==> src/rtl/uart_pkg.sv <==
package uart_pkg;

    localparam int FIFO_DEPTH = 16;
    localparam int FIFO_AW    = 4;
    localparam int DIV_W      = 16;
    localparam int DIV_RESET  = 434;

    // Word addresses
    localparam logic [3:0] ADDR_CONFIG = 4'd0;
    localparam logic [3:0] ADDR_STATUS = 4'd1;
    localparam logic [3:0] ADDR_RXDATA = 4'd2;
    localparam logic [3:0] ADDR_TXDATA = 4'd3;

    typedef struct packed {
        logic        cyc;
        logic        stb;
        logic        we;
        logic [3:0]  adr;
        logic [3:0]  sel;
        logic [31:0] dat;
    } wb_req_t;

    typedef struct packed {
        logic        ack;
        logic [31:0] dat;
    } wb_rsp_t;

    // Divisor sits in the upper half of the config word
    typedef struct packed {
        logic [DIV_W-1:0] divisor;
        logic             parity_en;
        logic             parity_odd;
        logic             two_stop;
        logic [12:0]      reserved;
    } uart_cfg_t;

    typedef union packed {
        logic [31:0] raw;
        uart_cfg_t   fields;
    } uart_cfg_u;

    // rx_valid is bit 0
    typedef struct packed {
        logic [24:0] pad;
        logic        parity_err;
        logic        frame_err;
        logic        rx_overrun;
        logic        tx_full;
        logic        tx_empty;
        logic        rx_full;
        logic        rx_valid;
    } uart_status_t;

    typedef struct packed {
        logic frame_err;
        logic parity_err;
    } rx_err_t;

endpackage

==> src/rtl/uart_rx.sv <==
`timescale 1ns/100ps

module uart_rx
    import uart_pkg::*;
(
    input  logic      clk_i,
    input  logic      arst_n_i,
    input  uart_cfg_t cfg_i,
    input  logic      rxd_i,
    output logic      valid_o,
    output logic [7:0] data_o,
    output rx_err_t   err_o
);

    typedef enum logic [2:0] {
        RX_IDLE, RX_START, RX_DATA, RX_PARITY, RX_STOP
    } rx_state_e;

    rx_state_e        state;
    logic [1:0]       sync;
    logic             rxd_prev;
    logic             rxd_s;
    logic             fall;
    logic [DIV_W-1:0] cnt;
    logic [DIV_W-1:0] half_bit;
    logic             sample;
    logic [2:0]       bit_idx;
    logic             last_stop;
    uart_cfg_t        cfg_q;
    logic [7:0]       shift;
    logic             par;
    logic             par_bad;

    assign rxd_s     = sync[1];
    assign fall      = rxd_prev && !rxd_s;
    assign half_bit  = (cfg_q.divisor >> 1) - 1'b1;
    assign sample    = (cnt == cfg_q.divisor - 1'b1);
    assign last_stop = !cfg_q.two_stop || bit_idx[0];

    always_ff @(posedge clk_i or negedge arst_n_i) begin
        if (!arst_n_i) begin
            sync     <= 2'b11;
            rxd_prev <= 1'b1;
            state    <= RX_IDLE;
            cnt      <= '0;
            bit_idx  <= '0;
            valid_o  <= 1'b0;
        end else begin
            sync     <= {sync[0], rxd_i};
            rxd_prev <= rxd_s;
            valid_o  <= 1'b0;
            cnt      <= cnt + 1'b1;
            case (state)
                RX_IDLE: begin
                    cnt <= '0;
                    if (fall) begin
                        state <= RX_START;
                    end
                end
                RX_START: begin
                    // Line back high at mid start bit means a glitch
                    if (cnt == half_bit) begin
                        cnt     <= '0;
                        bit_idx <= '0;
                        state   <= rxd_s ? RX_IDLE : RX_DATA;
                    end
                end
                RX_DATA: begin
                    if (sample) begin
                        cnt     <= '0;
                        bit_idx <= bit_idx + 1'b1;
                        if (bit_idx == 3'd7) begin
                            state <= cfg_q.parity_en ? RX_PARITY : RX_STOP;
                        end
                    end
                end
                RX_PARITY: begin
                    if (sample) begin
                        cnt   <= '0;
                        state <= RX_STOP;
                    end
                end
                RX_STOP: begin
                    if (sample) begin
                        cnt <= '0;
                        if (last_stop) begin
                            bit_idx <= '0;
                            valid_o <= 1'b1;
                            state   <= RX_IDLE;
                        end else begin
                            bit_idx <= 3'd1;
                        end
                    end
                end
                default: state <= RX_IDLE;
            endcase
        end
    end

    always_ff @(posedge clk_i) begin
        if (state == RX_IDLE && fall) begin
            cfg_q   <= cfg_i;
            par     <= cfg_i.parity_odd;
            par_bad <= 1'b0;
        end
        if (state == RX_DATA && sample) begin
            shift <= {rxd_s, shift[7:1]};
            par   <= par ^ rxd_s;
        end
        if (state == RX_PARITY && sample) begin
            par_bad <= (par != rxd_s);
        end
        if (state == RX_STOP && sample && last_stop) begin
            data_o           <= shift;
            err_o.frame_err  <= !rxd_s;
            err_o.parity_err <= par_bad;
        end
    end

endmodule

==> config.mk <==
export PLATFORM = sky130hd
export DESIGN_NAME = uart_rx
export DESIGN_NICKNAME = d
export VERILOG_FILES = /design/src/rtl/uart_pkg.sv /design/src/rtl/uart_rx.sv
export SDC_FILE = /design/constraint.sdc
export NUM_CORES = 1
export LEC_CHECK = 0
export BUFFER_PORTS_ARGS = -buffer_cell sky130_fd_sc_hd__buf_2
export CORE_ASPECT_RATIO = 1.5
export CORE_MARGIN = 1.5
export CORE_UTILIZATION = 37
export DETAILED_ROUTE_END_ITERATION = 8
export HOLD_SLACK_MARGIN = 0.02
export PLACE_DENSITY = 0.51
export SLEW_MARGIN = 20
export SYNTH_ARGS = -nofsm -noshare
export SYNTH_HDL_FRONTEND = slang
export SYNTH_SLANG_ARGS = --single-unit
==> constraint.sdc <==
create_clock -name clk_i -period 8.4 [get_ports clk_i]
set_input_delay 0.84 -clock clk_i [delete_from_list [all_inputs] [get_ports clk_i]]
set_output_delay 0.84 -clock clk_i [all_outputs]
set_load 0.05 [all_outputs]
==> impl_metrics.yaml <==
timing:
  setup_violations: 0
  slew_headroom_pct: 41.38
  setup_tns_ns: 0
  final-hold-violation-count: 0
  fin_skew_ns: 0.006372
  fmax_mhz: 264.9
  finalCritPeriodShare_pct: 44.94
  final_max_slew_viol_count: 0
  worst_pin_slew_ns: 0.8571
  rsz0062_at_grt: "no"
  fin_crit_ns: 3.775
clock_network:
  cts_sinks: 64
  clock_latency_ns: 0.33
  cts_tree: "built"
  cts_root_buf: "clkbuf_16"
  postCtsSetupRepairBufs: 0
  cts_resized: 0
  htreeDepth: 3
  clkTransAtPathRegs_ns: 0.06
  cts_hold_buf: 0
  cts_made_buffers: 9
  cts_max_path_buffers: 2
final_layout:
  area_delta_synth_final_pct: 14.14
  drive_gt1_share_pct: 20.62
  seq_area_um2: 1795
  n_fill_cell: 970
  antennaDiodeCount: 0
  layout.nets: 423
  fin_area_um2: 4334
  multi_input_area_um2: 1861
  finish.utilization_pct: 43.00
yosys:
  synth-main-ff-cell: "edfxtp_1"
  synthTopCellsByCount: "edfxtp_1, nor2_1, xnor2_1, xor2_1, dfrtp_1"
  synth_top_cell_area_share_pct: 30.05
  synthCells: 359
  netlist.top_cell.by_area: "edfxtp_1"
  synth-edff-count: 38
  yosysWarnings: 0
  syn_area_per_cell_um2: 10.58
  synth_nets: 399
  synth_area_leaders: "edfxtp_1, dfrtp_1, xnor2_1, xor2_1, nor2_1"
  synth_cell_types: 67
  seq_area_frac_synth_pct: 47.28
  synth.ff_latch_count: 64
  async_reset_ff_share_pct: 40.63
  netlist_area_um2: 3797
route:
  post_drt_wl_per_cell_um: 16.57
  first_pass_iters: 4
  drtAntennaViolNets: 0
  via_count: 2745
  drc: 0
  post_drt_via_cell_ratio: 5.436
  routed_wl_um: 8368
  drt_iter0_drc: 74
setup_path:
  start_kind: "flip-flop"
  critPathMaxFanout: 12
  worstPathArrival_ns: 3.85
  required_ns: 8.47
  critPathKind: "flip-flop to flip-flop"
  crit_path_end_kind: "flip-flop"
power:
  pwr-share-seq_pct: 43.6
  power.share.clock_pct: 44.5
  switching_share_pct: 26.31
  irDropWorstVdd_mv: 0.1227
  p_switching_mw: 0.2378
  p_per_area_nw_per_um2: 208.6
  pwr-share-comb_pct: 11.9
  internal_power_mw: 0.6661
  leakagePower_nw: 1.657
global_routing:
  grt_pass1_vias: 2635
  grt_max_degree: 27
  grt_pass1_wl_um: 13420
  grt_overflow: 0
  grt.total_usage_pct: 16.22
  antenna_found_initial: 0
floorplan:
  ios: 46
  fp.dieArea_um2: 10890
  num_rows: 45
  fp.dieW_um: 85.72
  start_util_pct: 37.68
  core_um2: 10080
  die_h_um: 127.1
place:
  gp_congestion: 0.8702
  hpwl_um: 6205
  dpl_cell_area_um2: 4008
  io_buffer_count: 32
flow_run:
  drv_cap: 0
run_status:
  status: "finished, final reports clean"
worst_hold_path:
  hp-class: "flip-flop to flip-flop"
==> critical path, stage by stage, from the launching register on <==
cell and delay [ns]:
edfxtp_1 0.48, inv_1 0.10, ha_1 0.27, or3b_1 0.47, nor4_4 0.36, mux2_1 0.22, nor3b_2 0.21, nand4bb_2 0.25
or2_4 0.33, nor3_4 0.45, mux2_1 0.37
==> registers in the layout (all words and copies together) (netlist names) <==
signal and count:
data_o 8, state 3, rxd_prev 1, cfg_q 18, bit_idx 3, cnt 16, sync 2, par_bad 1
valid_o 1, err_o 2, shift 8, par 1
==> power groups by stage <==
stage	Clock, mW	Combinational [mW]	Sequential (mW)
6_report	0.402	0.107	0.394
5_1_grt	0.425	0.123	0.399
4_1_cts	0.413	0.109	0.395
3_5_place_dp	0	0.108	0.401
3_3_place_gp	0	0.106	0.401
2_1_floorplan	0	0.105	0.372
==> kinds of logic (layout without fill, tap and decap cells) <==
kind of cell	after synthesis	after routing	synth area share, %
compound gates	54	54	10.18
xor+xnor	51	51	11.76
fa+ha+maj	5	5	1.647
buf+inv	29	58	3.888
flops	64	64	47.28
mux	6	6	1.647
simple gates	150	150	23.59
==> layer usage <==
metal | routed length (µm) | global-route usage (%) | share of wire [%] | up-vias
met5 | 0 | 0 | 0 | -
met4 | 298 | 9.488 | 3.6 | 0
met3 | 238 | 3.618 | 2.8 | 22
met2 | 4407 | 28.07 | 53 | 54
met1 | 3424 | 18.06 | 41 | 1319
li1 | - | - | - | 1350
==> path summary, 6_finish.rpt <==
path | start | endpoint | slack, ns | depth (start not counted)
max reg2reg | cfg_q[18] | par | 4.63 | 10
min reg2reg | sync[0] | sync[1] | 0.35 | 0
max | cfg_q[18] | par | 4.63 | 10
min in group asynchronous | arst_n_i | state[2] | 0.53 | 1
max in group asynchronous | arst_n_i | valid_o | 7.46 | 1
min | sync[0] | sync[1] | 0.35 | 0
==> metrics by stage <==
| stage | setup WS, ns | instances | power [mW] | hold WS [ns] |
|---|---|---|---|---|
| 3_3_place_gp | 4.632 | 489 | 0.5072 | 0.3467 |
| 6_report | 4.625 | 505 | 0.9039 | 0.3538 |
| 5_1_grt | 4.382 | 505 | 0.9469 | 0.3597 |
| 3_5_place_dp | 4.611 | 489 | 0.5082 | 0.3469 |
| 4_1_cts | 4.588 | 505 | 0.9167 | 0.3547 |
| 2_1_floorplan | 4.943 | 359 | 0.4778 | 0.3452 |
==> layout make-up <==
| cell class | instances | area share, % |
|---|---|---|
| multi-input cells | 266 | 42.93 |
| inverters | 8 | 0.6928 |
| clock buffers | 9 | 5.196 |
| clock inverters | 7 | 2.338 |
| repair buffers | 34 | 4.042 |
| flip-flops and latches | 64 | 41.43 |
| well taps | 117 | 3.378 |
==> layout by cell type (no fill, tap or decap), types with 4 or more instances in the layout <==
cell type,count
nand2_1,19
nor2_1,38
dfrtp_1,23
o21ai_0,7
and3_1,6
a21oi_1,9
nand3b_1,4
nor3_1,7
clkbuf_16,9
edfxtp_1,38
or2_2,8
nand3_1,18
nand2b_1,6
buf_2,32
ha_1,5
xor2_1,25
nor2b_1,7
mux2i_1,4
inv_1,8
xnor2_1,26
or3_1,4
Note: power is estimated with default switching activity, not from simulation.
