<file path="src/rtl/uart_pkg.sv">
package uart_pkg;

    localparam int FIFO_DEPTH = 16;
    localparam int FIFO_AW    = 4;
    localparam int DIV_W      = 16;
    localparam int DIV_RESET  = 434;

    // Word addresses
    localparam logic [3:0] ADDR_CONFIG = 4'd0;
    localparam logic [3:0] ADDR_STATUS = 4'd1;
    localparam logic [3:0] ADDR_RXDATA = 4'd2;
    localparam logic [3:0] ADDR_TXDATA = 4'd3;

    typedef struct packed {
        logic        cyc;
        logic        stb;
        logic        we;
        logic [3:0]  adr;
        logic [3:0]  sel;
        logic [31:0] dat;
    } wb_req_t;

    typedef struct packed {
        logic        ack;
        logic [31:0] dat;
    } wb_rsp_t;

    // Divisor sits in the upper half of the config word
    typedef struct packed {
        logic [DIV_W-1:0] divisor;
        logic             parity_en;
        logic             parity_odd;
        logic             two_stop;
        logic [12:0]      reserved;
    } uart_cfg_t;

    typedef union packed {
        logic [31:0] raw;
        uart_cfg_t   fields;
    } uart_cfg_u;

    // rx_valid is bit 0
    typedef struct packed {
        logic [24:0] pad;
        logic        parity_err;
        logic        frame_err;
        logic        rx_overrun;
        logic        tx_full;
        logic        tx_empty;
        logic        rx_full;
        logic        rx_valid;
    } uart_status_t;

    typedef struct packed {
        logic frame_err;
        logic parity_err;
    } rx_err_t;

endpackage

</file>
<file path="src/rtl/uart_fifo.sv">
`timescale 1ns/100ps

module uart_fifo
    import uart_pkg::*;
(
    input  logic             clk_i,
    input  logic             arst_n_i,
    input  logic             push_i,
    input  logic [7:0]       wdata_i,
    input  logic             pop_i,
    output logic [7:0]       rdata_o,
    output logic             empty_o,
    output logic             full_o,
    output logic [FIFO_AW:0] count_o
);

    logic [7:0]         mem [FIFO_DEPTH];
    logic [FIFO_AW-1:0] wr_ptr;
    logic [FIFO_AW-1:0] rd_ptr;
    logic               do_push;
    logic               do_pop;

    assign empty_o = (count_o == '0);
    assign full_o  = (count_o == (FIFO_AW+1)'(FIFO_DEPTH));
    assign do_push = push_i && !full_o;
    assign do_pop  = pop_i && !empty_o;

    // Head is always visible
    assign rdata_o = mem[rd_ptr];

    always_ff @(posedge clk_i) begin
        if (do_push) begin
            mem[wr_ptr] <= wdata_i;
        end
    end

    always_ff @(posedge clk_i or negedge arst_n_i) begin
        if (!arst_n_i) begin
            wr_ptr  <= '0;
            rd_ptr  <= '0;
            count_o <= '0;
        end else begin
            if (do_push) begin
                wr_ptr <= wr_ptr + 1'b1;
            end
            if (do_pop) begin
                rd_ptr <= rd_ptr + 1'b1;
            end
            case ({do_push, do_pop})
                2'b10:   count_o <= count_o + 1'b1;
                2'b01:   count_o <= count_o - 1'b1;
                default: count_o <= count_o;
            endcase
        end
    end

endmodule

</file>
<file path="config.mk">
export PLATFORM = sky130hd
export DESIGN_NAME = uart_fifo
export DESIGN_NICKNAME = d
export VERILOG_FILES = /design/src/rtl/uart_pkg.sv /design/src/rtl/uart_fifo.sv
export SDC_FILE = /design/constraint.sdc
export NUM_CORES = 1
export LEC_CHECK = 0
export BUFFER_PORTS_ARGS = -buffer_cell sky130_fd_sc_hd__buf_2
export CAP_MARGIN = 5
export CORE_MARGIN = 2
export CORE_UTILIZATION = 55
export DETAILED_ROUTE_END_ITERATION = 8
export PLACE_DENSITY = 0.75
export SLEW_MARGIN = 30
export SYNTH_ARGS = -nofsm -noshare
export SYNTH_HDL_FRONTEND = slang
export SYNTH_SLANG_ARGS = --single-unit
</file>
<file path="constraint.sdc">
create_clock -name clk_i -period 2.7 [get_ports clk_i]
set_input_delay 0.27 -clock clk_i [delete_from_list [all_inputs] [get_ports clk_i]]
set_output_delay 0.27 -clock clk_i [all_outputs]
set_load 0.02 [all_outputs]
</file>
==> results of run 1 <==
per-layer routing:
metal / vias up / share of wire
li1: 1395 / -
met1: 1605 / 0.43
met2: 106 / 0.49
met3: 18 / 0.067
met4: 0 / 0.017
met5: - / 0
repair_timing:
action                     4_1_cts  5_1_grt
buffers inserted                 1        2
pin swaps                        1        4
hold endpoints to repair        13        0
hold buffers                     1        0
gates resized for setup          2        8
setup endpoints to repair        1        3
layout make-up:
type                            count  area share
Sequential cell                   141       0.619
Multi-Input combinational cell    165       0.222
Clock buffer                       18      0.0619
Timing Repair Buffer               54      0.0527
Tap cell                          136      0.0252
Clock inverter                     10      0.0152
Inverter                            8     0.00445
worst max-delay path by stage:
stage,slack (ns),end,depth (start not counted),start
finish,0.12,rdata_o[6],5,rd_ptr[1]
global route,0.009,count_o[4],12,count_o[1]
CTS,0.01,count_o[4],12,count_o[2]
detailed placement,-0.01,count_o[4],12,count_o[2]
global placement,0.13,count_o[4],12,count_o[2]
floorplan,0.02,count_o[4],11,count_o[2]
worst max-delay path: stages (launching register included):
cell,delay [ns]
dfrtp_1,0.57
and2_1,0.54
a221oi_1,0.21
o21ai_0,0.22
nand2_1,0.08
buf_2,0.16
stage by stage:
step,utilization,cells,cell area (sq um),setup TNS (ns),power (mW)
3_3_place_gp,0.599,500,6150,0,5.26
6_report,0.656,532,6750,0,7.49
5_1_grt,0.656,532,6750,0,7.84
2_1_floorplan,-,332,5790,0,4.68
4_1_cts,0.653,530,6710,0,7.47
3_5_place_dp,0.599,500,6150,-0.0148,5.35
flip-flops by register name, summed over array words and instances (netlist names):
| signal | cells |
|---|---|
| mem | 128 |
| count_o | 5 |
| rd_ptr | 4 |
| wr_ptr | 4 |
cell families after synthesis:
group / after synthesis / synth area share
buf+inv: 26 / 0.0275
simple gates: 48 / 0.0394
flops: 141 / 0.721
xor+xnor: 10 / 0.0152
fa+ha+maj: 10 / 0.0229
mux: 50 / 0.124
compound gates: 47 / 0.0498
power by group through the flow:
stage	logic [mW]	clock network, mW	registers, mW
2_1_floorplan	1.79	0	2.88
3_3_place_gp	2.33	0	2.93
3_5_place_dp	2.39	0	2.96
4_1_cts	2.43	2.10	2.93
5_1_grt	2.67	2.20	2.97
6_report	2.47	2.08	2.93
cell usage in the layout, fill, tap and decap left out, types with 4 or more instances in the layout:
cell type    n
mux4_2      16
mux2i_1     25
ha_1         8
dfrtp_1      9
a21oi_1     10
a22oi_1      8
dfrtp_2      4
buf_2       26
nor2_1      12
edfxtp_1   128
a221oi_1     6
clkbuf_16   16
o21ai_0     19
nand2_1     18
nor3_1       4
buf_4       26
xnor2_1      7
mux2_2       8
inv_1        6
==> results.json, run 1 <==
{
  "viasPerCell": 5.87,
  "cp-start-kind": "flop",
  "drt_pass1_iterations": 4,
  "min_period_ns": 2.58,
  "reg2reg_to": "count_o[4]",
  "grtUsageMet2": 0.336,
  "status": "completed",
  "yosysUniqueCellTypes": 33,
  "synth-async-reset-ratio": 0.0922,
  "grt_util_met3": 0.0601,
  "start_util": 0.562,
  "die_h_um": 107,
  "root_buffer": "clkbuf_8",
  "dp_slack_ns": -0.0148,
  "setup_violations": 0,
  "worst_slack_ns": 0.120,
  "synthTopCellsByArea": "edfxtp_1 67%, mux4_2 6.2%, dfrtp_1 5.6%",
  "synth_largest_area_cell": "edfxtp_1",
  "crit_fanout": 10,
  "switching_share": 0.329,
  "drtIter0Drc": 306,
  "clk_pin_slew_ns": 0.06,
  "grt_busiest_layer": "met2",
  "maxCapViolations": 0,
  "vias": 3124,
  "p_comb_frac": 0.330,
  "grt_pass1_wl_um": 17700,
  "synth_top_area_frac": 0.665,
  "holdPathStages": 1,
  "reg2reg_depth": 12,
  "hold_viol": 0,
  "yosys_most_used_dff": "edfxtp_1",
  "seq_area_sq_mm": 0.00417,
  "yosysMostFrequentCell": "edfxtp_1",
  "required_ns": 2.43,
  "drc": 0,
  "cp-end-kind": "output pin",
  "syn-instance-count": 332,
  "io_buffers": 26,
  "grt_antenna_before_repair": 0,
  "io_pins": 27,
  "cp.arrival_ns": 2.31,
  "nFillCells": 705,
  "ys_seq_area_frac": 0.721,
  "grt_use_met1": 0.301,
  "drv_slew": 0,
  "powerDensity_mw_per_mm2": 1110,
  "clkPwrFrac": 0.278,
  "die-width_um": 107,
  "die_area_sq_mm": 0.0113,
  "min_to": "mem[14][7]",
  "avgSynthCellArea_sq_um": 17.4,
  "r2r_slack_ns": 0.14,
  "htreeDepth": 4,
  "multi_input_area_sq_mm": 0.00150,
  "wire_per_inst_um": 21.5,
  "holdWs_ns": 0.138,
  "coreArea_sq_mm": 0.0103,
  "p_seq_frac": 0.392,
  "skew_ns": 0.00534,
  "crit_type": "reg2out",
  "cts_tree": "yes",
  "grt_max_degree": 28,
  "max_freq_mhz": 388,
  "p_leak_nw": 2.43,
  "period_share": 0.956,
  "hold_path_class": "in2reg",
  "synth.top_cells.by_count": "128 x edfxtp_1, 25 x mux2i_1, 20 x o21ai_0",
  "grt-ovfl-total": 0,
  "min-delay-start": "wdata_i[7]",
  "mappedNetlistArea_sq_mm": 0.00578,
  "syn_to_final_growth_pct": 16.7,
  "nets": 409,
  "grt_pass1_vias": 3136,
  "p_int_mw": 5.03,
  "synth_nets": 354,
  "slew_headroom": 0.482,
  "gp_congestion": 0.802,
  "worst_skew_pair.late_latency_ns": 0.52,
  "yosysWarnings": 0,
  "dp_hpwl_um": 7070,
  "p_sw_mw": 2.46,
  "cts.sinks": 141,
  "drive_above_1_share": 0.298,
  "worst_pin_slew_ns": 0.771,
  "wl_um": 11400,
  "synth-edff-count": 128,
  "num_rows": 37,
  "grt_use_total": 0.217,
  "diodes": 0,
  "cts_buffers": 17,
  "clockBufferDepth": 2,
  "antenna_left": 0,
  "ys_ff_latch": 141,
  "peakVddDrop_uv": 489,
  "worstReg2RegStart": "count_o[1]",
  "rsz0062_at_grt": "false"
}
Power figures use the tool's default switching activity.
==> run 2: changes to the inputs <==
--- a/config.mk
+++ b/config.mk
@@ -11,6 +11,7 @@
 export CORE_UTILIZATION = 55
 export DETAILED_ROUTE_END_ITERATION = 8
 export PLACE_DENSITY = 0.75
+export SETUP_SLACK_MARGIN = 0.02
 export SLEW_MARGIN = 30
 export SYNTH_ARGS = -nofsm -noshare
 export SYNTH_HDL_FRONTEND = slang
==> constraint.sdc (replaced) <==
create_clock -name clk_i -period 2.3 [get_ports clk_i]
set_input_delay 0.23 -clock clk_i [delete_from_list [all_inputs] [get_ports clk_i]]
set_output_delay 0.23 -clock clk_i [all_outputs]
set_load 0.02 [all_outputs]
==> run 2 against run 1 <==
Net effect: the run now ends with negative setup slack left; worst setup slack worse by 0.36 ns; die area unchanged; via count up 4.5%; sequential power up 19%; total power up 32%; utilization up 5.0 points; critical path depth up 2; clock power up 18%; critical path type unchanged; first-iteration DRC count down 20%; clock-buffer cell count unchanged; critical endpoint is now rdata_o[2]; worst hold slack worse by 0.036 ns.
==> results.json, run 2 (synthesis gave the netlist of run 1 again) <==
{
  "io_buffers": 26,
  "status": "finished with violations",
  "dp_hpwl_um": 7280,
  "cp.arrival_ns": 2.31,
  "syn_to_final_growth_pct": 25.6,
  "r2r_slack_ns": -0.19,
  "final_common_cell": "edfxtp_1",
  "worst_skew_pair.late_latency_ns": 0.52,
  "die-width_um": 107,
  "p_comb_frac": 0.401,
  "final_cell_mix": "128 x edfxtp_1, 44 x buf_4, 25 x mux2i_1, 20 x buf_2, 17 x clkbuf_16",
  "switching_share": 0.341,
  "powerDensity_mw_per_mm2": 1370,
  "setup_violations": 9,
  "grt_antenna_before_repair": 0,
  "holdPathStages": 1,
  "coreArea_sq_mm": 0.0103,
  "largest_reg_flops": 128,
  "rsz0062_at_grt": "true",
  "finalPower_mw": 9.92,
  "crit_fanout": 16,
  "drtIter0Drc": 246,
  "startpoint": "rd_ptr[0]",
  "grt_pass1_wl_um": 18800,
  "reg_top3": "mem x128, count_o x5",
  "start_util": 0.562,
  "reg2reg_to": "count_o[4]",
  "grt-ovfl-total": 0,
  "maxCapViolations": 0,
  "p_leak_nw": 2.63,
  "hold_path_class": "in2reg",
  "clk_pin_slew_ns": 0.06,
  "num_rows": 37,
  "worstPathCellList": "buf_12, buf_4, mux2i_1, a221oi_2, a22oi_2, nand2_1, buf_2",
  "gp_congestion": 0.816,
  "hold_viol": 0,
  "viasPerCell": 5.78,
  "grt_max_degree": 18,
  "cts.sinks": 141,
  "cp-end-kind": "output pin",
  "peakVddDrop_uv": 594,
  "root_buffer": "clkbuf_8",
  "drc": 0,
  "io_pins": 27,
  "worst_path_dominant_cell_family": "compound AO/OA/AOI/OAI gates",
  "diodes": 0,
  "p_sw_mw": 3.38,
  "drt_pass1_iterations": 4,
  "setup_tns_ns": -1.37,
  "grt_use_total": 0.233,
  "grt_pass1_vias": 3374,
  "worstReg2RegStart": "count_o[2]",
  "required_ns": 2.07,
  "slowest_delay_ns": 0.46,
  "clockBufferDepth": 2,
  "cts_tree": "yes",
  "crit_type": "reg2out",
  "wire_per_inst_um": 22.3,
  "drive_above_1_share": 0.431,
  "max_freq_mhz": 393,
  "top_register": "mem",
  "antenna_left": 0,
  "cp-start-kind": "flop",
  "min-delay-start": "wdata_i[5]",
  "critPathSlowestCell": "dfrtp_2",
  "violations": "negative setup slack",
  "worst_pin_slew_ns": 0.924,
  "min_to": "mem[14][5]",
  "worst_slack_ns": -0.243,
  "skew_ns": 0.00538,
  "p_seq_frac": 0.351,
  "nets": 438,
  "cts_buffers": 17,
  "wl_um": 12600,
  "reg2reg_depth": 12,
  "die_h_um": 107,
  "cp.buffers_inverters": 3,
  "period_share": 1.11,
  "clkPwrFrac": 0.248,
  "die_area_sq_mm": 0.0113,
  "vias": 3266,
  "min_period_ns": 2.54,
  "htreeDepth": 4,
  "drv_slew": 0,
  "slew_headroom": 0.382,
  "p_int_mw": 6.53
}
run 2: worst reg2reg max path: stages, from the launching register on:
cell and delay, ns:
dfrtp_2 0.43, nor4_4 0.31, nand2_1 0.11, and2_4 0.15, inv_2 0.06, ha_4 0.15, inv_2 0.05, fa_2 0.33
nor2b_1 0.11, o21ai_1 0.08, nand3_1 0.08, or3b_4 0.38, xnor2_1 0.13
run 2: layout make-up:
type / instances / area (sq um)
clock buffers: 18 / 418
clock inverters: 14 / 123
fillers: 637 / 3020
inverters: 8 / 30.0
multi-input cells: 165 / 1630
flip-flops and latches: 141 / 4180
well taps: 136 / 170
repair buffers: 83 / 707
run 2: timing repair:
action	in CTS	in global routing
endpoints found under the setup margin	9	11
hold buffers	1	0
gates cloned	2	1
setup buffers	12	13
pin swaps	3	13
endpoints found under the hold margin	13	0
resized for setup	35	36
run 2: power by group through the flow:
stage          Sequential (mW)  Combinational, mW  Clock, mW
6_report                  3.48               3.98       2.46
5_1_grt                   3.51               4.26       2.60
3_5_place_dp              3.49               2.95          0
4_1_cts                   3.46               3.44       2.49
2_1_floorplan             3.39               2.14          0
3_3_place_gp              3.46               2.90          0
run 2: worst max path at each step:
stage / to / slack [ns] / cells after the start
detailed placement: count_o[4] / -0.24 / 12
global placement: count_o[4] / -0.12 / 12
global route: rdata_o[2] / -0.35 / 7
floorplan: count_o[4] / -0.27 / 13
finish: rdata_o[2] / -0.24 / 7
CTS: count_o[4] / -0.18 / 12
run 2: stage by stage:
step | util | hold WS (ns) | cell area [sq um] | instances | worst slack, ns
detailed placement | 0.605 | 0.139 | 6220 | 505 | -0.236
floorplan | - | -0.0656 | 5820 | 332 | -0.266
finish | 0.706 | 0.102 | 7260 | 565 | -0.243
global route | 0.706 | 0.0904 | 7260 | 565 | -0.351
global placement | 0.605 | 0.131 | 6220 | 505 | -0.121
CTS | 0.682 | 0.0750 | 7010 | 552 | -0.182
run 2: layer usage:
metal,vias up,track usage,part of all wire
met2,119,0.385,0.53
met4,0,0.116,0.017
met5,-,0,0
li1,1468,-,-
met1,1662,0.295,0.39
met3,17,0.0497,0.058
==> run 3: changes to the inputs <==
--- a/config.mk
+++ b/config.mk
@@ -7,12 +7,15 @@
 export LEC_CHECK = 0
 export BUFFER_PORTS_ARGS = -buffer_cell sky130_fd_sc_hd__buf_2
 export CAP_MARGIN = 5
+export CELL_PAD_IN_SITES_DETAIL_PLACEMENT = 0
+export CELL_PAD_IN_SITES_GLOBAL_PLACEMENT = 1
 export CORE_MARGIN = 2
-export CORE_UTILIZATION = 55
+export CORE_UTILIZATION = 47
 export DETAILED_ROUTE_END_ITERATION = 8
-export PLACE_DENSITY = 0.75
+export PLACE_DENSITY_LB_ADDON = 0.1
 export SETUP_SLACK_MARGIN = 0.02
 export SLEW_MARGIN = 30
 export SYNTH_ARGS = -nofsm -noshare
 export SYNTH_HDL_FRONTEND = slang
 export SYNTH_SLANG_ARGS = --single-unit
+export TNS_END_PERCENT = 20
==> run 3 against run 2 <==
Net effect: the flow still finishes with violations (negative setup slack); flip-flop and latch count unchanged; die area increased by 16%; sequential power decreased by 2%; combinational power decreased by 6.3%; clock power increased by 8.5%; final area decreased by 1.5%; register-to-register slack about the same; via count decreased by 5.6%; total power decreased by 0.96%; non-clock buffer count decreased by 16; clock skew decreased by 0.00088 ns.
==> results.json, run 3 (synthesis gave the netlist of run 1 again) <==
{
  "cp-start-kind": "flop",
  "antenna_left": 0,
  "grt_max_degree": 31,
  "crit_fanout": 4,
  "grt-ovfl-total": 0,
  "die-width_um": 115,
  "violations": "negative setup slack",
  "clockBufferDepth": 2,
  "min_to": "mem[11][2]",
  "skew_ns": 0.00449,
  "clk_pin_slew_ns": 0.06,
  "cp.buffers_inverters": 2,
  "io_pins": 27,
  "peakVddDrop_uv": 636,
  "grt_pass1_vias": 3095,
  "maxCapViolations": 0,
  "final_cell_mix": "128 x edfxtp_1, 27 x buf_4, 25 x mux2i_1, 20 x clkbuf_16, 20 x buf_2",
  "wire_per_inst_um": 21.7,
  "viasPerCell": 5.51,
  "cts.sinks": 141,
  "drt_pass1_iterations": 4,
  "num_rows": 40,
  "cts_tree": "yes",
  "htreeDepth": 4,
  "required_ns": 2.60,
  "drive_above_1_share": 0.378,
  "dp_slack_ns": -0.227,
  "slew_headroom": 0.361,
  "worstPathCellList": "nor4_4, nand2_1, and2_4, inv_2, ha_4, inv_4, fa_2, nor2b_1, o21ai_1, nand3_1, or3b_1, xnor2_1",
  "drtIter0Drc": 287,
  "drv_slew": 0,
  "reg2reg_depth": 12,
  "reg_top3": "mem x128, count_o x5",
  "cts_buffers": 17,
  "rsz0062_at_grt": "true",
  "io_buffers": 26,
  "reg2reg_to": "count_o[4]",
  "holdPathStages": 1,
  "worst_slack_ns": -0.185,
  "diodes": 0,
  "dp_cells": 510,
  "die_area_sq_mm": 0.0132,
  "status": "finished with violations",
  "slowest_delay_ns": 0.41,
  "seq_area_sq_mm": 0.00418,
  "setup_tns_ns": -0.551,
  "worstReg2RegStart": "count_o[1]",
  "final_common_cell": "edfxtp_1",
  "finalPower_mw": 9.82,
  "gp_congestion": 0.769,
  "crit_type": "reg2reg",
  "syn_to_final_growth_pct": 23.7,
  "hold_path_class": "in2reg",
  "critPathSlowestCell": "dfrtp_2",
  "holdWs_ns": 0.209,
  "hold_viol": 0,
  "nets": 422,
  "cp-end-kind": "flop",
  "grt_antenna_before_repair": 0,
  "start_util": 0.481,
  "powerDensity_mw_per_mm2": 1370,
  "p_leak_nw": 2.58,
  "final_cells": 560,
  "min_period_ns": 2.48,
  "setup_violations": 8,
  "r2r_slack_ns": -0.18,
  "grt_use_total": 0.192,
  "coreArea_sq_mm": 0.0120,
  "worst_skew_pair.late_latency_ns": 0.41,
  "vias": 3084,
  "cp.arrival_ns": 2.79,
  "worst_pin_slew_ns": 0.955,
  "min-delay-start": "wdata_i[2]",
  "multi_input_area_sq_mm": 0.00159,
  "largest_reg_flops": 128,
  "worst_path_dominant_cell_family": "simple AND/OR/NAND/NOR gates",
  "top_register": "mem",
  "grt_pass1_wl_um": 17800,
  "die_h_um": 115,
  "dp_hpwl_um": 7720,
  "wl_um": 12200,
  "period_share": 1.08,
  "max_freq_mhz": 402,
  "drc": 0,
  "root_buffer": "clkbuf_16",
  "nFillCells": 908
}
[run 3: metal layers]
metal / share of wire / global-route usage / up-vias
li1: - / - / 1427
met1: 0.43 / 0.260 / 1569
met2: 0.50 / 0.302 / 74
met3: 0.051 / 0.0517 / 14
met4: 0.014 / 0.0715 / 0
met5: 0 / 0 / -
[run 3: cell type report]
cell class,instances,area share
well taps,147,0.0257
flip-flops and latches,141,0.584
clock inverters,15,0.0215
clock buffers,17,0.0595
multi-input cells,165,0.223
inverters,8,0.00455
repair buffers,67,0.0819
[run 3: how the worst max path moves through the flow]
stage	startpoint	endpoint	slack, ns	depth (start not counted)
finish	count_o[1]	count_o[4]	-0.18	12
global route	count_o[1]	count_o[4]	-0.33	12
CTS	count_o[1]	count_o[4]	-0.17	12
detailed placement	count_o[2]	count_o[4]	-0.23	12
global placement	count_o[2]	count_o[4]	-0.14	12
floorplan	count_o[2]	count_o[4]	-0.27	13
[run 3: per-stage QoR]
| stage | util | cell area [sq um] |
|---|---|---|
| after CTS | 0.570 | 6840 |
| after global routing | 0.595 | 7150 |
| after global placement | 0.515 | 6180 |
| final | 0.595 | 7150 |
| after floorplan | - | 5820 |
| after detailed placement | 0.515 | 6180 |
[run 3: report_power, final]
| part | internal, mW | switching [mW] | total, mW |
|---|---|---|---|
| registers | 3.16 | 0.255 | 3.42 |
| clock network | 1.68 | 0.993 | 2.67 |
| logic | 1.77 | 1.97 | 3.73 |
[run 3: repair_timing]
| item | CTS | global route |
|---|---|---|
| buffers inserted | 5 | 8 |
| cloned | 0 | 4 |
| pin swaps | 8 | 13 |
| setup endpoints to repair | 9 | 26 |
| gates resized for setup | 9 | 47 |
| endpoints found under the hold margin | 13 | 0 |
| hold buffers | 1 | 0 |
