## src/rtl/uart_pkg.sv

```systemverilog
package uart_pkg;

    localparam int FIFO_DEPTH = 16;
    localparam int FIFO_AW    = 4;
    localparam int DIV_W      = 16;
    localparam int DIV_RESET  = 434;

    // Word addresses
    localparam logic [3:0] ADDR_CONFIG = 4'd0;
    localparam logic [3:0] ADDR_STATUS = 4'd1;
    localparam logic [3:0] ADDR_RXDATA = 4'd2;
    localparam logic [3:0] ADDR_TXDATA = 4'd3;

    typedef struct packed {
        logic        cyc;
        logic        stb;
        logic        we;
        logic [3:0]  adr;
        logic [3:0]  sel;
        logic [31:0] dat;
    } wb_req_t;

    typedef struct packed {
        logic        ack;
        logic [31:0] dat;
    } wb_rsp_t;

    // Divisor sits in the upper half of the config word
    typedef struct packed {
        logic [DIV_W-1:0] divisor;
        logic             parity_en;
        logic             parity_odd;
        logic             two_stop;
        logic [12:0]      reserved;
    } uart_cfg_t;

    typedef union packed {
        logic [31:0] raw;
        uart_cfg_t   fields;
    } uart_cfg_u;

    // rx_valid is bit 0
    typedef struct packed {
        logic [24:0] pad;
        logic        parity_err;
        logic        frame_err;
        logic        rx_overrun;
        logic        tx_full;
        logic        tx_empty;
        logic        rx_full;
        logic        rx_valid;
    } uart_status_t;

    typedef struct packed {
        logic frame_err;
        logic parity_err;
    } rx_err_t;

endpackage

```

## src/rtl/uart_tx.sv

```systemverilog
`timescale 1ns/100ps

module uart_tx
    import uart_pkg::*;
(
    input  logic       clk_i,
    input  logic       arst_n_i,
    input  uart_cfg_t  cfg_i,
    input  logic       empty_i,
    input  logic [7:0] data_i,
    output logic       pop_o,
    output logic       txd_o
);

    typedef enum logic [2:0] {
        TX_IDLE, TX_START, TX_DATA, TX_PARITY, TX_STOP
    } tx_state_e;

    tx_state_e        state;
    logic [DIV_W-1:0] cnt;
    logic             bit_end;
    logic [2:0]       bit_idx;
    logic             shift_now;
    uart_cfg_t        cfg_q;
    logic [7:0]       shift;
    logic             parity;

    // Frame starts as soon as a byte is waiting
    assign pop_o     = (state == TX_IDLE) && !empty_i;
    assign bit_end   = (cnt == cfg_q.divisor - 1'b1);
    assign shift_now = bit_end && (state == TX_START ||
                                   (state == TX_DATA && bit_idx != 3'd7));

    always_ff @(posedge clk_i or negedge arst_n_i) begin
        if (!arst_n_i) begin
            state   <= TX_IDLE;
            cnt     <= '0;
            bit_idx <= '0;
            txd_o   <= 1'b1;
        end else begin
            cnt <= (state == TX_IDLE || bit_end) ? '0 : cnt + 1'b1;
            case (state)
                TX_IDLE: begin
                    if (pop_o) begin
                        txd_o <= 1'b0;
                        state <= TX_START;
                    end
                end
                TX_START: begin
                    if (bit_end) begin
                        txd_o <= shift[0];
                        state <= TX_DATA;
                    end
                end
                TX_DATA: begin
                    if (bit_end) begin
                        bit_idx <= bit_idx + 1'b1;
                        if (bit_idx == 3'd7) begin
                            txd_o <= cfg_q.parity_en ? parity : 1'b1;
                            state <= cfg_q.parity_en ? TX_PARITY : TX_STOP;
                        end else begin
                            txd_o <= shift[0];
                        end
                    end
                end
                TX_PARITY: begin
                    if (bit_end) begin
                        txd_o <= 1'b1;
                        state <= TX_STOP;
                    end
                end
                TX_STOP: begin
                    if (bit_end) begin
                        if (cfg_q.two_stop && !bit_idx[0]) begin
                            bit_idx <= 3'd1;
                        end else begin
                            bit_idx <= '0;
                            state   <= TX_IDLE;
                        end
                    end
                end
                default: state <= TX_IDLE;
            endcase
        end
    end

    // Odd parity seeds the accumulator with one
    always_ff @(posedge clk_i) begin
        if (pop_o) begin
            cfg_q  <= cfg_i;
            shift  <= data_i;
            parity <= cfg_i.parity_odd;
        end else if (shift_now) begin
            shift  <= shift >> 1;
            parity <= parity ^ shift[0];
        end
    end

endmodule

```

## config.mk

```make
export PLATFORM = sky130hd
export DESIGN_NAME = uart_tx
export DESIGN_NICKNAME = d
export VERILOG_FILES = /design/src/rtl/uart_pkg.sv /design/src/rtl/uart_tx.sv
export SDC_FILE = /design/constraint.sdc
export NUM_CORES = 1
export LEC_CHECK = 0
export ABC_AREA = 1
export BUFFER_PORTS_ARGS = -buffer_cell sky130_fd_sc_hd__buf_2
export CORE_MARGIN = 3
export CORE_UTILIZATION = 57
export DETAILED_ROUTE_END_ITERATION = 8
export PLACE_DENSITY = 0.8
export SLEW_MARGIN = 20
export SYNTH_ARGS = -nofsm -noshare
export SYNTH_HDL_FRONTEND = slang
export SYNTH_SLANG_ARGS = --single-unit
```

## constraint.sdc

```tcl
create_clock -name clk_i -period 3.9 [get_ports clk_i]
set_input_delay 0.585 -clock clk_i [delete_from_list [all_inputs] [get_ports clk_i]]
set_output_delay 0.585 -clock clk_i [all_outputs]
set_load 0.02 [all_outputs]
```

==> impl_metrics.py, run 1 <==
metrics = {
    "outcome": {
        "status": "finished clean",
    },
    "floorplan": {
        "die-height_um": 78.63,
        "die_w_um": 78.63,
        "rows": 25,
        "fp.dieArea_mm2": 0.006182,
        "coreArea_mm2": 0.004911,
        "io_pins": 45,
        "start_util_pct": 61.22,
    },
    "logic_synthesis": {
        "syn_area_per_cell_um2": 7.709,
        "postSynthCellCount": 390,
        "seq_area_frac_synth_pct": 46.15,
        "ys_ff_latch": 50,
        "ys_types": 34,
        "syn-cell-area_mm2": 0.003007,
        "yosys_warnings": 0,
        "syn_nets": 437,
    },
    "detailed_routing": {
        "viasPerCell": 5.089,
        "drt-wirelength-per-cell_um": 12.11,
        "vias": 2524,
        "drt-initial-drc-count": 177,
        "drt_wl_total_um": 6006,
        "dr.pass1.iters": 5,
        "ant_nets": 0,
        "drc_errors": 0,
    },
    "setup_path": {
        "crit_type": "flop to output port",
        "crit_fanout": 11,
        "slowest_delay_ns": 0.55,
        "cp.required_ns": 3.31,
        "cp_slowest_cell": "nor2_2",
        "endpoint_kind": "output port",
        "crit_chain": "nor2_1 -> inv_1 -> nor2_1 -> inv_1 -> nor2_2 -> buf_2",
        "worstPathArrival_ns": 2.00,
        "cp-start-kind": "flop",
    },
    "cells_and_area": {
        "layout_commonest_cell": "nand2_1",
        "antenna_cells": 0,
        "layout_common_cells": "nand2_1, nor2_1, inv_1, buf_2, nand3_1",
        "area_growth_pct": 10.86,
        "fin_cells": 496,
        "drive_gt1_share_pct": 14.45,
        "fillers": 428,
        "finalNetCount": 475,
    },
    "power": {
        "p_total_mw": 1.686,
        "switching_share_pct": 39.26,
        "ir_drop_v": 0.0003159,
        "pwr-share-seq_pct": 46.2,
        "power_switching_mw": 0.6620,
        "clkPwrFrac_pct": 17.1,
        "power_density_mw_per_mm2": 505.8,
        "pwr-share-comb_pct": 36.7,
        "internal-power_mw": 1.024,
        "p_leak_nw": 1.603,
    },
    "clock_tree": {
        "clock_path_buffers": 2,
        "h-tree-depth": 2,
        "cts_resized": 0,
        "insertion_delay_ns": 0.30,
        "cts.sinks": 50,
        "ctsHoldBuffers": 0,
        "cts_tree": "done",
        "root_buffer": "clkbuf_8",
        "clkSlewWorstSetupHoldPaths_ns": 0.09,
        "cts_made_buffers": 5,
        "cts_setup_buffers": 0,
    },
    "placement": {
        "place_inst": 488,
        "io_buffers": 31,
        "finalWeightedCongestion": 0.8981,
        "hpwl_um": 4708,
        "place_ws_ns": 1.361,
    },
    "sta": {
        "period_share_pct": 66.31,
        "hold_viol_final": 0,
        "clock_skew_ns": 0.006318,
        "max_freq_mhz": 386.7,
        "rsz0062_at_grt": "false",
        "finalMaxSlewViolations": 0,
        "min_period_ns": 2.586,
        "final.setup.tns_ns": 0,
        "setup_viol": 0,
        "slew_headroom_pct": 53.81,
        "setup_slack_ns": 1.314,
        "fin_hold_ws_ns": 0.2771,
        "worst_pin_slew_ns": 0.6922,
    },
    "grt": {
        "grt_max_degree": 24,
        "grt_first_pass_wirelength_um": 10380,
        "gr-total-overflow": 0,
        "grt_util_all_layers_pct": 21.21,
        "grt_pass1_vias": 2450,
        "antenna_found_initial": 0,
    },
    "job": {
        "max_cap_viol_count": 0,
    },
    "min_path": {
        "hold_path.class": "primary input to async pin",
    },
}
## worst max-delay path: cells and delay by family, from the launching register on
family        cells  cell delay [ns]
buf+inv           3             0.48
simple gates      3             0.78
flops             1             0.44
## synthesized netlist by cell type (all sizes together)
library cell	n	area share, %
a21oi	6	1.0
a31oi	1	0.21
and2	1	0.21
buf	2	0.50
clkinv	1	0.12
dfrtp	22	18
dfstp	1	0.87
edfxtp	27	27
ha	4	1.7
inv	49	6.1
nand2	129	17
nand3	28	4.7
nand3b	5	1.2
nand4	3	0.62
nor2	61	8.9
nor3	6	1.3
nor3b	4	1.0
nor4	1	0.21
o211ai	1	0.25
o21a	1	0.25
o21ai	15	2.5
o21bai	2	0.50
o221ai	1	0.29
o22ai	1	0.21
or2	1	0.21
xnor2	4	1.2
xor2	13	3.8
## final cells by class
cell class,instances,area [um^2],area share (%)
clock buffers,5,68.82,2.065
clock inverters,3,16.27,0.4880
inverters,50,187.7,5.631
multi-input cells,288,1419,42.57
flip-flops and latches,50,1388,41.63
well taps,67,83.83,2.515
repair buffers,33,170.2,5.105
## cell families (layout without fill, tap and decap cells)
logic type      Yosys count  after routing  synth area share (%)
flops                    50             50                 46.15
buf+inv                  52             91                 6.741
xor+xnor                 17             17                 4.952
fa+ha+maj                 4              4                 1.665
compound gates           28             28                 5.202
simple gates            239            239                 35.29
## worst paths after layout
kind	start	to	slack (ns)	cells after the start
worst max-delay path	state[0]$_DFFE_PN0P_	pop_o	1.31	6
worst min-delay path	arst_n_i	cnt[2]$_DFF_PN0_	0.28	1
worst max register to register	cfg_q[16]$_DFFE_PP_	shift[2]$_DFFE_PP_	1.36	13
worst min register to register	txd_o$_DFFE_PN1P_	txd_o$_DFFE_PN1P_	0.46	2
max in group asynchronous	arst_n_i	cnt[13]$_DFF_PN0_	3.24	1
min in group clk_i	cfg_i[19]	cfg_q[19]$_DFFE_PP_	0.45	1
## power by group through the flow
stage          logic (mW)  registers (mW)  clock network, mW
2_1_floorplan       0.479           0.773                  0
3_3_place_gp        0.595           0.784                  0
3_5_place_dp        0.613           0.790                  0
4_1_cts             0.618           0.778              0.299
5_1_grt             0.719           0.793              0.320
6_report            0.619           0.779              0.288
## metrics by stage
stage	util, %	area, um^2
floorplan	-	3007
global placement	66.14	3248
detailed placement	66.14	3248
CTS	67.87	3333
global route	67.87	3333
finish	67.87	3333
## routing by layer
layer | up-vias | GRT usage [%] | wire length (um)
li1 | 1319 | - | -
met1 | 1128 | 27.67 | 2828
met2 | 65 | 34.55 | 2798
met3 | 12 | 4.358 | 284
met4 | 0 | 8.392 | 94
met5 | - | 0 | 0
## sequential cells by signal (all words and copies together) (netlist names)
| signal | cells |
|---|---|
| cfg_q | 18 |
| parity | 1 |
| cnt | 16 |
| shift | 8 |
| txd_o | 1 |
| bit_idx | 3 |
| state | 3 |
No activity file was read; power rests on OpenSTA's default activity.
==> run 2: changes to the inputs <==
--- a/config.mk
+++ b/config.mk
@@ -5,12 +5,12 @@
 export SDC_FILE = /design/constraint.sdc
 export NUM_CORES = 1
 export LEC_CHECK = 0
-export ABC_AREA = 1
+export ABC_AREA = 0
 export BUFFER_PORTS_ARGS = -buffer_cell sky130_fd_sc_hd__buf_2
 export CORE_MARGIN = 3
-export CORE_UTILIZATION = 57
+export CORE_UTILIZATION = 51
 export DETAILED_ROUTE_END_ITERATION = 8
-export PLACE_DENSITY = 0.8
+export PLACE_DENSITY = 0.76
 export SLEW_MARGIN = 20
 export SYNTH_ARGS = -nofsm -noshare
 export SYNTH_HDL_FRONTEND = slang
==> constraint.sdc (replaced) <==
create_clock -name clk_i -period 2.3 [get_ports clk_i]
set_input_delay 0.345 -clock clk_i [delete_from_list [all_inputs] [get_ports clk_i]]
set_output_delay 0.345 -clock clk_i [all_outputs]
set_load 0.02 [all_outputs]
==> run 2 against run 1 <==
  * The run now ends with negative hold slack, negative setup slack left
  * Register-to-register slack lost 2.1 ns
  * Routed wire length grew 6.8%
  * First-iteration DRC count shrank 38%
  * Design area grew 9.7%
  * Non-clock buffer count grew 49
  * Worst setup slack lost 2.1 ns
  * Via count shrank 10%
==> impl_metrics.py, run 2 <==
metrics = {
    "outcome": {
        "status": "finished with violations",
        "violations": "negative hold slack, negative setup slack",
    },
    "logic_synthesis": {
        "synthSimpleGateAreaFrac_pct": 21.99,
        "syn-cell-area_mm2": 0.002810,
        "syn_nets": 302,
        "synthXorXnorAreaFrac_pct": 10.91,
        "synth-compound-area-share_pct": 7.257,
        "yosys_warnings": 0,
        "synth.area.mux_share_pct": 5.877,
        "synthTopCellsByCount": "edfxtp_1, nor3_1, dfrtp_1",
        "synth.area.top_cells": "edfxtp_1, dfrtp_1, xnor2_1",
        "ys_ff_latch": 50,
        "synth_top_area_share_pct": 28.85,
        "syn_area_per_cell_um2": 11.02,
        "synthAdderAreaFrac_pct": 1.781,
        "postSynthCellCount": 255,
        "ys_types": 50,
        "synth.most_common_cell": "edfxtp_1",
        "synth_top_family_by_area": "simple AND/OR/NAND/NOR gates",
        "synth-async-reset-ratio_pct": 46.00,
        "seq_area_frac_synth_pct": 49.38,
        "yosysTopAreaCell": "edfxtp_1",
        "ys.flop_type": "edfxtp_1",
        "synth_edf_count": 27,
    },
    "detailed_routing": {
        "drt-wirelength-per-cell_um": 15.91,
        "drt-initial-drc-count": 110,
        "viasPerCell": 5.633,
        "drt_wl_total_um": 6412,
        "dr.pass1.iters": 4,
        "ant_nets": 0,
        "drc_errors": 0,
        "vias": 2270,
    },
    "grt": {
        "grt_util_all_layers_pct": 21.73,
        "grt_pass1_vias": 2240,
        "grt_first_pass_wirelength_um": 10790,
        "gr-total-overflow": 0,
        "grt_max_degree": 24,
        "antenna_found_initial": 0,
    },
    "power": {
        "p_leak_nw": 1.417,
        "ir_drop_v": 0.0004682,
        "power_density_mw_per_mm2": 542.9,
        "p_total_mw": 1.985,
    },
    "sta": {
        "rsz0062_at_grt": "true",
        "setup_viol": 32,
        "fin_hold_ws_ns": -0.005811,
        "hold_viol_final": 1,
        "period_share_pct": 132.2,
        "setup_slack_ns": -0.7405,
        "max_freq_mhz": 328.9,
        "worst_pin_slew_ns": 0.5278,
        "min_period_ns": 3.040,
        "final.setup.tns_ns": -21.85,
        "slew_headroom_pct": 64.81,
        "clock_skew_ns": 0.01204,
        "finalMaxSlewViolations": 0,
    },
    "job": {
        "max_cap_viol_count": 0,
    },
    "setup_path": {
        "crit_type": "flop to flop",
        "worstPathArrival_ns": 3.08,
        "cp.required_ns": 2.34,
        "crit_fanout": 5,
        "cp-start-kind": "flop",
        "endpoint_kind": "flop",
    },
    "cells_and_area": {
        "layout_commonest_cell": "buf_4",
        "area_growth_pct": 30.10,
        "reg_top3": "cfg_q (18), cnt (16), shift (8)",
        "layout_common_cells": "buf_4, buf_2, edfxtp_1, dfrtp_1, xnor2_1",
        "antenna_cells": 0,
        "fillers": 391,
        "largest_reg_flops": 18,
        "drive_gt1_share_pct": 40.84,
        "fin_area_mm2": 0.003656,
        "finalNetCount": 379,
        "regMostFlops": "cfg_q",
    },
    "placement": {
        "io_buffers": 31,
        "hpwl_um": 4547,
        "finalWeightedCongestion": 0.8654,
        "place_area_mm2": 0.003470,
        "place_ws_ns": -0.8257,
    },
    "clock_tree": {
        "clkSlewWorstSetupHoldPaths_ns": 0.10,
        "insertion_delay_ns": 0.31,
        "cts_made_buffers": 5,
        "root_buffer": "clkbuf_8",
        "cts_tree": "done",
        "clock_path_buffers": 2,
        "cts.sinks": 50,
        "h-tree-depth": 2,
    },
    "floorplan": {
        "die_w_um": 80.23,
        "start_util_pct": 53.99,
        "io_pins": 45,
        "coreArea_mm2": 0.005205,
        "fp.dieArea_mm2": 0.006437,
        "die-height_um": 80.23,
        "rows": 26,
    },
    "min_path": {
        "hold_path.class": "primary input to async pin",
    },
}
run 2: cell families after synthesis:
group,Yosys count
flops,50
mux,15
compound gates,26
fa+ha+maj,4
xor+xnor,35
buf+inv,20
simple gates,105
run 2: critical path, stage by stage (launching register included):
cell and delay, ns:
edfxtp_1 0.40, or4_4 0.59, or4_4 0.48, nor3b_2 0.20
o31ai_2 0.12, a2111oi_4 0.42, buf_4 0.19, nor2b_4 0.20
a21o_4 0.18
run 2: power breakdown:
part	switching [mW]	leakage, nW	internal, mW
combinational	0.180	0.828	0.227
clock	0.311	0.0458	0.215
sequential	0.0496	0.543	1.00
run 2: final cells by class:
| cell class | count | area [um^2] | share of cell area (%) |
|---|---|---|---|
| clock buffer | 5 | 68.82 | 1.882 |
| multi-input combinational | 186 | 1508 | 41.24 |
| tap | 70 | 87.58 | 2.396 |
| sequential | 50 | 1388 | 37.95 |
| clock inverter | 3 | 21.27 | 0.5818 |
| timing repair buffer | 82 | 556.8 | 15.23 |
| inverter | 7 | 26.28 | 0.7187 |
run 2: repair_timing:
| item | in CTS | in global routing |
|---|---|---|
| resized for setup | 8 | 8 |
| buffers inserted | 2 | 1 |
| hold buffers | 0 | 0 |
| endpoints found under the setup margin | 32 | 32 |
| pin swaps | 4 | 4 |
| gates cloned | 0 | 1 |
run 2: metal layers:
metal / GRT usage (%) / vias to the layer above / wire [um]
met5: 0 / - / 0
met4: 5.743 / 0 / 100
met3: 4.821 / 9 / 284
met2: 35.84 / 54 / 3194
met1: 28.88 / 1114 / 2833
li1: - / 1093 / -
run 2: path summary, 6_finish.rpt:
path	startpoint	end	slack, ns	cells past startpoint
max	cfg_q[21]$_DFFE_PP_	parity$_DFFE_PP_	-0.74	8
min	arst_n_i	state[0]$_DFFE_PN0P_	-0.006	1
max reg2reg	cfg_q[21]$_DFFE_PP_	parity$_DFFE_PP_	-0.74	8
min reg2reg	bit_idx[1]$_DFFE_PN0P_	bit_idx[1]$_DFFE_PN0P_	0.54	2
max in group asynchronous	arst_n_i	txd_o$_DFFE_PN1P_	1.94	1
min in group clk_i	cfg_i[21]	cfg_q[21]$_DFFE_PP_	0.21	1
run 2: metrics by stage:
| stage | instances | hold WS, ns | util (%) |
|---|---|---|---|
| 2_1_floorplan | 255 | 0.04941 | - |
| 3_3_place_gp | 391 | 0.3623 | 66.66 |
| 3_5_place_dp | 391 | 0.3561 | 66.66 |
| 4_1_cts | 401 | 0.01635 | 69.16 |
| 5_1_grt | 403 | 0.02093 | 70.24 |
| 6_report | 403 | -0.005811 | 70.24 |
==> run 3: changes to the inputs <==
--- a/config.mk
+++ b/config.mk
@@ -10,7 +10,7 @@
 export CORE_MARGIN = 3
 export CORE_UTILIZATION = 51
 export DETAILED_ROUTE_END_ITERATION = 8
-export PLACE_DENSITY = 0.76
+export PLACE_DENSITY = 0.75
 export SLEW_MARGIN = 20
 export SYNTH_ARGS = -nofsm -noshare
 export SYNTH_HDL_FRONTEND = slang
==> run 3 against run 2 <==
  * The run still ends with negative hold slack, negative setup slack left
  * Via count fell by 3.0%
  * Sequential cell count stayed put
  * Critical path depth shrank 1
  * Worst hold slack better by 0.0031 ns
==> impl_metrics.py, run 3 (synthesis gave the netlist of run 2 again) <==
metrics = {
    "power": {
        "pwr-share-comb_pct": 19.7,
        "internal-power_mw": 1.514,
        "pwr-share-seq_pct": 50.8,
        "power_density_mw_per_mm2": 562.3,
        "p_leak_nw": 1.424,
        "power_switching_mw": 0.5571,
        "ir_drop_v": 0.0003768,
        "clkPwrFrac_pct": 29.5,
        "p_total_mw": 2.071,
        "switching_share_pct": 26.89,
    },
    "setup_path": {
        "crit_fanout": 4,
        "cp_slowest_cell": "or4_4",
        "endpoint_kind": "flop",
        "crit_chain": "or4_4 -> or4_4 -> mux2i_2 -> o31ai_2 -> a2111oi_4 -> nor4b_4 -> mux2_4",
        "critPathBufInv": 0,
        "slowest_delay_ns": 0.58,
        "crit_path_frequent_cell": "or4_4",
        "reg2regPathDepth": 7,
        "cp.required_ns": 2.50,
        "crit_cells": 7,
        "critical_path.startpoint": "cfg_q[21]$_DFFE_PP_",
        "crit_type": "flop to flop",
        "worstReg2RegStart": "cfg_q[21]$_DFFE_PP_",
        "cp-start-kind": "flop",
        "worstPathArrival_ns": 3.15,
        "path_delay_family": "simple AND/OR/NAND/NOR gates",
    },
    "detailed_routing": {
        "drt-initial-drc-count": 89,
        "vias": 2203,
        "drc_errors": 0,
        "ant_nets": 0,
        "top_layer": "met4",
        "wl_met3_um": 220,
        "viasPerCell": 5.480,
        "wl_met2_um": 3133,
        "drt_wl_total_um": 6289,
        "drt-wirelength-per-cell_um": 15.64,
        "dr.pass1.iters": 4,
        "wl_met1_um": 2772,
    },
    "cells_and_area": {
        "finalNetCount": 378,
        "layout_commonest_cell": "buf_4",
        "layout_common_cells": "buf_4, buf_2, edfxtp_1, dfrtp_1, xnor2_1",
        "largest_reg_flops": 18,
        "fin_cells": 402,
        "regMostFlops": "cfg_q",
        "antenna_cells": 0,
        "drive_gt1_share_pct": 41.27,
        "area_growth_pct": 31.08,
        "utilization_pct": 70.77,
        "reg_top3": "cfg_q (18), cnt (16), shift (8)",
    },
    "sta": {
        "finalMaxSlewViolations": 0,
        "setup_slack_ns": -0.6510,
        "slew_headroom_pct": 65.04,
        "period_share_pct": 128.3,
        "clock_skew_ns": 0.008149,
        "fin_hold_ws_ns": -0.002692,
        "min_period_ns": 2.951,
        "worst_pin_slew_ns": 0.5244,
        "setup_viol": 32,
        "rsz0062_at_grt": "true",
        "hold_viol_final": 1,
        "max_freq_mhz": 338.9,
    },
    "floorplan": {
        "die_w_um": 80.23,
        "rows": 26,
        "coreArea_mm2": 0.005205,
        "start_util_pct": 53.99,
        "fp.dieArea_mm2": 0.006437,
        "io_pins": 45,
        "die-height_um": 80.23,
    },
    "grt": {
        "gr-total-overflow": 0,
        "grt_pass1_vias": 2219,
        "grt_util_all_layers_pct": 21.30,
        "antenna_found_initial": 0,
        "grt_first_pass_wirelength_um": 10450,
        "grt_max_degree": 35,
    },
    "placement": {
        "hpwl_um": 4461,
        "finalWeightedCongestion": 0.8691,
        "io_buffers": 31,
        "place_inst": 390,
    },
    "clock_tree": {
        "insertion_delay_ns": 0.31,
        "cts_made_buffers": 5,
        "cts.sinks": 50,
        "ctsHoldBuffers": 0,
        "h-tree-depth": 2,
        "clock_path_buffers": 2,
        "cts_tree": "done",
        "root_buffer": "clkbuf_8",
        "clkSlewWorstSetupHoldPaths_ns": 0.10,
    },
    "outcome": {
        "violations": "negative hold slack, negative setup slack",
        "status": "finished with violations",
    },
    "job": {
        "max_cap_viol_count": 0,
    },
    "min_path": {
        "hold_path.class": "primary input to async pin",
    },
}
[run 3: cell type report]
| type | instances | area [um^2] |
|---|---|---|
| sequential | 50 | 1388 |
| multi-input combinational | 185 | 1509 |
| clock inverter | 2 | 17.52 |
| inverter | 7 | 26.28 |
| fill | 386 | 1521 |
| clock buffer | 6 | 93.84 |
| timing repair buffer | 82 | 561.8 |
| tap | 70 | 87.58 |
[run 3: metal layers]
metal,vias up,track usage (%)
li1,1088,-
met1,1037,26.84
met2,57,35.84
met3,21,3.924
met4,0,8.784
met5,-,0
[run 3: final timing paths]
path / endpoint / slack, ns
worst max-delay path: bit_idx[0]$_DFFE_PN0P_ / -0.65
worst min-delay path: state[2]$_DFFE_PN0P_ / -0.003
worst max register to register: bit_idx[0]$_DFFE_PN0P_ / -0.65
worst min register to register: bit_idx[1]$_DFFE_PN0P_ / 0.53
max in group asynchronous: txd_o$_DFFE_PN1P_ / 1.94
min in group clk_i: cfg_q[15]$_DFFE_PP_ / 0.20
[run 3: power by group through the flow]
stage          sequential, mW  clock (mW)  combinational, mW
2_1_floorplan            1.09           0              0.216
3_3_place_gp             1.07           0              0.390
3_5_place_dp             1.07           0              0.409
4_1_cts                  1.05       0.623              0.413
5_1_grt                  1.06       0.652              0.458
6_report                 1.05       0.610              0.408
[run 3: metrics by stage]
stage | cell area, um^2 | setup WS, ns | TNS [ns]
floorplan | 2927 | -0.8550 | -22.38
global placement | 3475 | -0.7067 | -20.63
detailed placement | 3475 | -0.8279 | -23.74
CTS | 3666 | -0.6477 | -17.92
global route | 3684 | -0.7601 | -21.26
finish | 3684 | -0.6510 | -17.96
[run 3: timing repair]
action / CTS / global route
buffers inserted: 4 / 0
gates cloned: 0 / 0
pin swaps: 5 / 1
gates resized for setup: 13 / 4
endpoints found under the hold margin: 0 / 0
endpoints found under the setup margin: 32 / 32
